## src/collator_pkg.sv

```systemverilog
`default_nettype none

package collator_pkg;

	localparam int BUF_DEPTH_DEF = 64;

	// groups 5 down to 0, motion signs come first as group 6
	localparam int GROUP_COUNT = 6;

	typedef logic [2:0] group_t;
	typedef logic [5:0] pos_t;
	typedef logic [6:0] count_t;
	typedef logic [2:0] motion_count_t;

	localparam group_t MOTION_GROUP = 3'd6;

	typedef enum logic [1:0] {
		SIGN         = 2'd0,
		GROUP_CHANGE = 2'd1,
		MB_END       = 2'd2,
		SLICE_END    = 2'd3
	} event_kind_e;

	// sign is only meaningful for SIGN events
	typedef struct packed {
		event_kind_e kind;
		logic        sign;
	} sign_event_t;

	typedef struct packed {
		logic   sign;
		group_t group;
		pos_t   pos;
	} buf_entry_t;

	typedef struct packed {
		count_t plain;
		count_t non_plain;
	} group_count_t;

	// 4 + 3 + 6 * 14 = 91 bits, group 5 in the upper bits
	typedef struct packed {
		logic [3:0]                         reserved;
		motion_count_t                      motion;
		group_count_t [GROUP_COUNT-1:0]     groups;
	} mb_conf_t;

	typedef struct packed {
		mb_conf_t conf;
		count_t   fill;
		group_t   first_group;
		logic     has_one_group;
		logic     no_sign;
	} mb_record_t;

endpackage

`default_nettype wire

```

## src/group_counters.sv

```systemverilog
`timescale 1ns/1ps
`default_nettype none

module group_counters import collator_pkg::*; (
	input  logic     clk,
	input  logic     rst,
	input  logic     cnt_en,
	input  group_t   cnt_group,
	input  logic     cnt_plain,
	input  logic     clear,
	output mb_conf_t conf
);

	count_t        plain_cnt     [GROUP_COUNT];
	count_t        non_plain_cnt [GROUP_COUNT];
	motion_count_t motion_cnt;

	logic [GROUP_COUNT-1:0] grp_hit;
	logic                   motion_hit;

	// route the strobe by group number
	always_comb begin
		for (int g = 0; g < GROUP_COUNT; g++) begin
			grp_hit[g] = cnt_en && (cnt_group == group_t'(g));
		end
	end

	// non-plaintext motion signs are not counted
	assign motion_hit = cnt_en && cnt_plain && (cnt_group == MOTION_GROUP);

	always_ff @(posedge clk) begin
		if (!rst || clear) begin
			for (int g = 0; g < GROUP_COUNT; g++) begin
				plain_cnt[g]     <= '0;
				non_plain_cnt[g] <= '0;
			end
		end else begin
			for (int g = 0; g < GROUP_COUNT; g++) begin
				// saturate rather than wrap on long macroblocks
				if (grp_hit[g] && cnt_plain && plain_cnt[g] != '1) begin
					plain_cnt[g] <= plain_cnt[g] + 7'd1;
				end
				if (grp_hit[g] && !cnt_plain && non_plain_cnt[g] != '1) begin
					non_plain_cnt[g] <= non_plain_cnt[g] + 7'd1;
				end
			end
		end
	end

	// motion count stops at 7
	always_ff @(posedge clk) begin
		if (!rst || clear) begin
			motion_cnt <= '0;
		end else if (motion_hit && motion_cnt != '1) begin
			motion_cnt <= motion_cnt + 3'd1;
		end
	end

	always_comb begin
		conf.reserved = '0;
		conf.motion   = motion_cnt;
		for (int g = 0; g < GROUP_COUNT; g++) begin
			conf.groups[g].plain     = plain_cnt[g];
			conf.groups[g].non_plain = non_plain_cnt[g];
		end
	end

endmodule

`default_nettype wire

```

## src/sign_buffer.sv

```systemverilog
`timescale 1ns/1ps
`default_nettype none

module sign_buffer import collator_pkg::*; #(
	parameter int BUF_DEPTH = BUF_DEPTH_DEF
) (
	input  logic                         clk,
	input  logic                         rst,
	input  logic                         wr_en,
	input  count_t                       wr_idx,
	input  buf_entry_t                   wr_entry,
	output buf_entry_t [BUF_DEPTH-1:0]   entries
);

	logic [BUF_DEPTH-1:0] wr_sel;

	// one-hot write decode
	always_comb begin
		for (int i = 0; i < BUF_DEPTH; i++) begin
			wr_sel[i] = wr_en && (wr_idx == count_t'(i));
		end
	end

	// entries above the fill level keep stale data
	always_ff @(posedge clk) begin
		if (!rst) begin
			entries <= '0;
		end else begin
			for (int i = 0; i < BUF_DEPTH; i++) begin
				if (wr_sel[i]) begin
					entries[i] <= wr_entry;
				end
			end
		end
	end

endmodule

`default_nettype wire

```

## src/collator_ctrl.sv

```systemverilog
`timescale 1ns/1ps
`default_nettype none

module collator_ctrl import collator_pkg::*; #(
	parameter int BUF_DEPTH = BUF_DEPTH_DEF
) (
	input  logic        clk,
	input  logic        rst,
	input  logic        ev_valid,
	input  sign_event_t ev,
	output logic        ev_ready,
	output logic        rec_valid,
	output mb_record_t  rec,
	input  logic        rec_ready,
	input  mb_conf_t    conf,
	output logic        wr_en,
	output count_t      wr_idx,
	output buf_entry_t  wr_entry,
	output logic        cnt_en,
	output group_t      cnt_group,
	output logic        cnt_plain,
	output logic        clear
);

	localparam count_t DEPTH = count_t'(BUF_DEPTH);

	// per-macroblock state
	group_t cur_group;
	pos_t   arr_pos;
	count_t fill;
	group_t first_group;
	logic   one_group;

	logic   ev_fire;
	logic   rec_fire;
	logic   is_sign;
	logic   is_gchg;
	logic   is_end;
	logic   is_slice_end;
	logic   empty;
	logic   has_room;
	logic   make_rec;
	logic   drop_mb;
	group_t sign_rank;

	// no new events while a record waits
	assign ev_ready = !rec_valid;

	assign ev_fire  = ev_valid && ev_ready;
	assign rec_fire = rec_valid && rec_ready;

	assign is_sign      = ev_fire && (ev.kind == SIGN);
	assign is_gchg      = ev_fire && (ev.kind == GROUP_CHANGE);
	assign is_slice_end = ev_fire && (ev.kind == SLICE_END);
	assign is_end       = ev_fire && (ev.kind == MB_END || ev.kind == SLICE_END);

	assign empty    = (fill == '0);
	assign has_room = (fill < DEPTH);

	// an empty MB_END is swallowed, an empty SLICE_END still reports
	assign make_rec = is_end && (!empty || is_slice_end);
	assign drop_mb  = is_end && !make_rec;

	// 0 for motion, 6 for group 0
	assign sign_rank = MOTION_GROUP - cur_group;

	// arrival order placement, overflow becomes non-plaintext
	assign wr_en    = is_sign && has_room;
	assign wr_idx   = fill;
	assign wr_entry = '{sign: ev.sign, group: cur_group, pos: arr_pos};

	assign cnt_en    = is_sign;
	assign cnt_group = cur_group;
	assign cnt_plain = has_room;

	// counters clear on the same edge as the local state
	assign clear = rec_fire || drop_mb;

	always_ff @(posedge clk) begin
		if (!rst || clear) begin
			cur_group   <= MOTION_GROUP;
			arr_pos     <= '0;
			fill        <= '0;
			first_group <= '0;
			one_group   <= 1'b1;
		end else if (is_gchg) begin
			// stays at group 0 once there
			if (cur_group != '0) begin
				cur_group <= cur_group - 3'd1;
			end
		end else if (is_sign) begin
			if (arr_pos != '1) begin
				arr_pos <= arr_pos + 6'd1;
			end
			if (has_room) begin
				fill <= fill + 7'd1;
			end
			if (empty) begin
				first_group <= sign_rank;
			end else if (sign_rank != first_group) begin
				one_group <= 1'b0;
			end
		end
	end

	always_ff @(posedge clk) begin
		if (!rst) begin
			rec_valid <= 1'b0;
		end else if (make_rec) begin
			rec_valid <= 1'b1;
		end else if (rec_fire) begin
			rec_valid <= 1'b0;
		end
	end

	// state is frozen while rec_valid is high, so the record holds
	always_comb begin
		rec.conf          = conf;
		rec.fill          = fill;
		rec.first_group   = first_group;
		rec.has_one_group = one_group;
		rec.no_sign       = empty;
	end

endmodule

`default_nettype wire

```

## src/collator_top.sv

```systemverilog
`timescale 1ns/1ps
`default_nettype none

module collator_top import collator_pkg::*; #(
	parameter int BUF_DEPTH = BUF_DEPTH_DEF
) (
	input  logic                         clk,
	input  logic                         rst,
	input  logic                         ev_valid,
	input  sign_event_t                  ev,
	output logic                         ev_ready,
	output logic                         rec_valid,
	output mb_record_t                   rec,
	output buf_entry_t [BUF_DEPTH-1:0]   entries,
	input  logic                         rec_ready
);

	logic       wr_en;
	count_t     wr_idx;
	buf_entry_t wr_entry;
	logic       cnt_en;
	group_t     cnt_group;
	logic       cnt_plain;
	logic       clear;
	mb_conf_t   conf;

	collator_ctrl #(
		.BUF_DEPTH(BUF_DEPTH)
	) u_ctrl (
		.clk       (clk),
		.rst       (rst),
		.ev_valid  (ev_valid),
		.ev        (ev),
		.ev_ready  (ev_ready),
		.rec_valid (rec_valid),
		.rec       (rec),
		.rec_ready (rec_ready),
		.conf      (conf),
		.wr_en     (wr_en),
		.wr_idx    (wr_idx),
		.wr_entry  (wr_entry),
		.cnt_en    (cnt_en),
		.cnt_group (cnt_group),
		.cnt_plain (cnt_plain),
		.clear     (clear)
	);

	sign_buffer #(
		.BUF_DEPTH(BUF_DEPTH)
	) u_buffer (
		.clk      (clk),
		.rst      (rst),
		.wr_en    (wr_en),
		.wr_idx   (wr_idx),
		.wr_entry (wr_entry),
		.entries  (entries)
	);

	group_counters u_counters (
		.clk       (clk),
		.rst       (rst),
		.cnt_en    (cnt_en),
		.cnt_group (cnt_group),
		.cnt_plain (cnt_plain),
		.clear     (clear),
		.conf      (conf)
	);

endmodule

`default_nettype wire

```

## config.mk

```make
export PLATFORM = sky130hd
export DESIGN_NAME = collator_top
export DESIGN_NICKNAME = d
export VERILOG_FILES = /design/src/collator_pkg.sv /design/src/group_counters.sv /design/src/sign_buffer.sv /design/src/collator_ctrl.sv /design/src/collator_top.sv
export SDC_FILE = /design/constraint.sdc
export NUM_CORES = 2
export LEC_CHECK = 0
export BUFFER_PORTS_ARGS = -buffer_cell sky130_fd_sc_hd__buf_2
export CORE_AREA = 4 4 294 296
export DETAILED_ROUTE_END_ITERATION = 6
export DIE_AREA = 0 0 298 300
export HOLD_SLACK_MARGIN = 0.08
export PLACE_DENSITY = 0.66
export SLEW_MARGIN = 30
export SYNTH_ARGS = -nofsm -noshare
export SYNTH_HDL_FRONTEND = slang
export SYNTH_HIERARCHICAL = 1
export SYNTH_SLANG_ARGS = --single-unit
```

## constraint.sdc

```tcl
create_clock -name clk -period 5 [get_ports clk]
set_clock_uncertainty 0.05 [all_clocks]
set_input_delay 0.5 -clock clk [delete_from_list [all_inputs] [get_ports clk]]
set_output_delay 0.5 -clock clk [all_outputs]
set_load 0.005 [all_outputs]
```

==> impl_metrics.json <==
{
  "die-area_um2": 89400,
  "drt_pass1_iterations": 5,
  "cts_buffers": 82,
  "rsz0062_at_grt": "false",
  "core_um2": 83600,
  "critical_path_required_ps": 5480,
  "placed_cells": 4435,
  "postCtsSetupRepairBufs": 0,
  "synth_cells": 2868,
  "path_clk_slew_ps": 60,
  "finalSetupTns_ps": 0,
  "cts_sinks": 748,
  "drv_cap": 0,
  "arrival_ps": 4270,
  "die_y_um": 300,
  "synth_cell_types": 59,
  "antenna_left": 0,
  "clkPwrFrac_pct": 48.6,
  "drive_above_1_share_pct": 28.0,
  "n_fill_cell": 7972,
  "cts_root_buffer": "clkbuf_16",
  "cts_resized": 0,
  "yosys.area.top_type": "dfxtp_1",
  "antenna_cells": 0,
  "max_freq_ghz": 0.264,
  "max_stage_delay_ps": 860,
  "gp_congestion": 0.808,
  "switchingPower_w": 0.00289,
  "setup_viol": 0,
  "via_per_inst": 4.93,
  "synth_edf_count": 84,
  "dp_slack_ps": 1060,
  "port_buffers": 747,
  "grt_antenna_before_repair": 3,
  "seq_area_um2": 15800,
  "dp_hpwl_um": 66300,
  "timing.hold.ws_ps": 144,
  "async_flop_share_pct": 0,
  "ys_seq_elements": 748,
  "worstMarginPinSlew_ps": 1030,
  "drc": 0,
  "grt_max_degree": 206,
  "first_global_vias": 22000,
  "crit_buf_inv": 1,
  "leakage_nw": 17.9,
  "switching_share_pct": 22.7,
  "start_kind": "flip-flop",
  "io_pins": 752,
  "path_cells": "or4b_4 > nor2_2 > buf_4 > or4b_1 > nor3_2 > mux2i_1",
  "die_x_um": 298,
  "crit_fanout": 10,
  "synth_area_leaders": "dfxtp_1 45%, mux2i_1 22%, nand2_1 9.0%, edfxtp_1 8.5%, buf_4 2.8%",
  "multi_input_area_um2": 12200,
  "p_int_w": 0.00984,
  "relSlewSlack_pct": 31.3,
  "cp_slowest_cell": "nor3_2",
  "areaGrowthSynthToFinish_pct": 22.8,
  "rows": 106,
  "drv_slew": 0,
  "critPathKind": "flip-flop to flip-flop",
  "wire_per_inst_um": 21.6,
  "hold_viol": 0,
  "totalPowerFinal_w": 0.0127,
  "critPathTopFamily": "simple AND/OR/NAND/NOR gates",
  "outcome": "finished, final reports clean",
  "postLayoutSetupSlackWorst_ps": 1210,
  "cts.hold.buffers_added": 0,
  "period_share_pct": 75.8,
  "grt_usage_pct": 21.0,
  "final_cells": 4587,
  "synth_area_um2": 29600,
  "synth_area_per_cell_um2": 10.3,
  "start_util_pct": 35.4,
  "clockBufferDepth": 3,
  "grt_pass1_wl_um": 144000,
  "ir_drop_uv": 250,
  "combPwrFrac_pct": 2.9,
  "drtIter0Drc": 1535,
  "seqPwrFrac_pct": 48.4,
  "cts_tree": "built",
  "wl_um": 98900,
  "clk_latency_ps": 620,
  "power.density_nw_per_um2": 350,
  "synth_ff_type": "dfxtp_1",
  "seq_area_frac_synth_pct": 53.4,
  "hold_path.class": "input port to flip-flop",
  "end_kind": "flip-flop",
  "vias": 22600,
  "layout.nets": 3466,
  "period_minus_slack_ps": 3790,
  "h-tree-depth": 3,
  "grt-ovfl-total": 0,
  "ys_warn_count": 6,
  "synth_top_area_share_pct": 44.9
}
## worst paths after layout
kind	startpoint	endpoint	slack (ps)	cells past startpoint
worst max-delay path	u_ctrl/rec_valid	u_buffer/entries[516]	1210	6
worst min-delay path	rec_ready	u_ctrl/rec_valid	140	3
worst min register to register	u_buffer/entries[157]	u_buffer/entries[157]	400	2
worst max register to register	u_ctrl/rec_valid	u_buffer/entries[516]	1210	6
## logic make-up after synthesis
| group | after synthesis | synth area share [%] |
|---|---|---|
| compound gates | 92 | 1.94 |
| xor+xnor | 49 | 1.45 |
| fa+ha+maj | 20 | 0.845 |
| buf+inv | 338 | 5.87 |
| flops | 748 | 53.4 |
| mux | 645 | 21.8 |
| other cells | 1 | 0.0127 |
| simple gates | 975 | 14.7 |
## registers in the layout, summed over array words and instances (netlist names)
signal and cells:
u_ctrl/rec_valid 1, u_counters/motion_cnt 3, u_counters/plain_cnt 42, u_ctrl/cnt_group 3, u_ctrl/one_group 1, u_ctrl/arr_pos 6
u_counters/non_plain_cnt 42, u_buffer/entries 640, u_ctrl/first_group 3, u_ctrl/wr_idx 7
## placed cells by master (no fill, tap or decap), types with 6 or more instances in the layout
| cell | Yosys | routed |
|---|---|---|
| clkinv_2 | 1 | 11 |
| clkbuf_1 | 153 | 26 |
| xor2_1 | 29 | 29 |
| nand2_1 | 707 | 696 |
| o21ai_0 | 32 | 27 |
| inv_1 | 38 | 38 |
| edfxtp_1 | 84 | 84 |
| o311ai_0 | 15 | 12 |
| nand4_1 | 12 | 12 |
| clkbuf_16 | 0 | 82 |
| buf_4 | 112 | 33 |
| a21oi_1 | 28 | 28 |
| buf_2 | 29 | 746 |
| clkbuf_8 | 0 | 17 |
| nand2_4 | 0 | 9 |
| mux2i_1 | 645 | 645 |
| nor2_1 | 78 | 77 |
| nor3_1 | 13 | 9 |
| xnor2_1 | 20 | 20 |
| ha_1 | 20 | 20 |
| nor2b_1 | 7 | 7 |
| bufinv_16 | 0 | 6 |
| nor2_4 | 17 | 17 |
| or3_1 | 25 | 25 |
| nand2_2 | 17 | 18 |
| dfxtp_1 | 664 | 664 |
| nand3_1 | 43 | 43 |
## power groups by stage
stage	logic, W	clock network (W)	registers, W
2_1_floorplan	0.000277	0	0.00628
3_3_place_gp	0.000373	0	0.00629
3_5_place_dp	0.000373	0	0.00630
4_1_cts	0.000374	0.00635	0.00616
5_1_grt	0.000405	0.00658	0.00617
6_report	0.000372	0.00619	0.00617
## layer usage
layer | global-route usage (%) | up-vias | share of wire [%]
li1 | - | 10700 | -
met1 | 26.3 | 10900 | 41
met2 | 35.0 | 862 | 47
met3 | 5.75 | 163 | 8.0
met4 | 7.42 | 0 | 3.6
met5 | 0 | - | 0
## cells in the mapped netlist (15+ instances only)
master    instances
o311ai_0         15
edfxtp_1         84
nand3_1          43
or3_1            25
nand2_2          17
nor2_1           78
ha_1             20
a21oi_1          28
nand2_1         707
inv_1            38
buf_2            29
dfxtp_1         664
o21ai_0          32
nor2_4           17
clkbuf_1        153
buf_4           112
mux2i_1         645
xor2_1           29
xnor2_1          20
## cell type report
cell class / count / share of cell area, %
clock buffer: 125 / 6.55
inverter: 39 / 0.406
sequential: 748 / 43.5
clock inverter: 27 / 1.04
timing repair buffer: 783 / 11.2
tap: 1080 / 3.72
multi-input combinational: 1785 / 33.6
## through the flow
| stage | area [um^2] | utilization (%) |
|---|---|---|
| 2_1_floorplan | 29600 | - |
| 3_3_place_gp | 33600 | 40.2 |
| 3_5_place_dp | 33600 | 40.2 |
| 4_1_cts | 36300 | 43.5 |
| 5_1_grt | 36400 | 43.5 |
| 6_report | 36400 | 43.5 |
## tightest hold or removal path, stage by stage
cell,delay [ps]
buf_2,100
nor2_1,80
o21a_1,100
No activity file was read; power rests on OpenSTA's default activity.
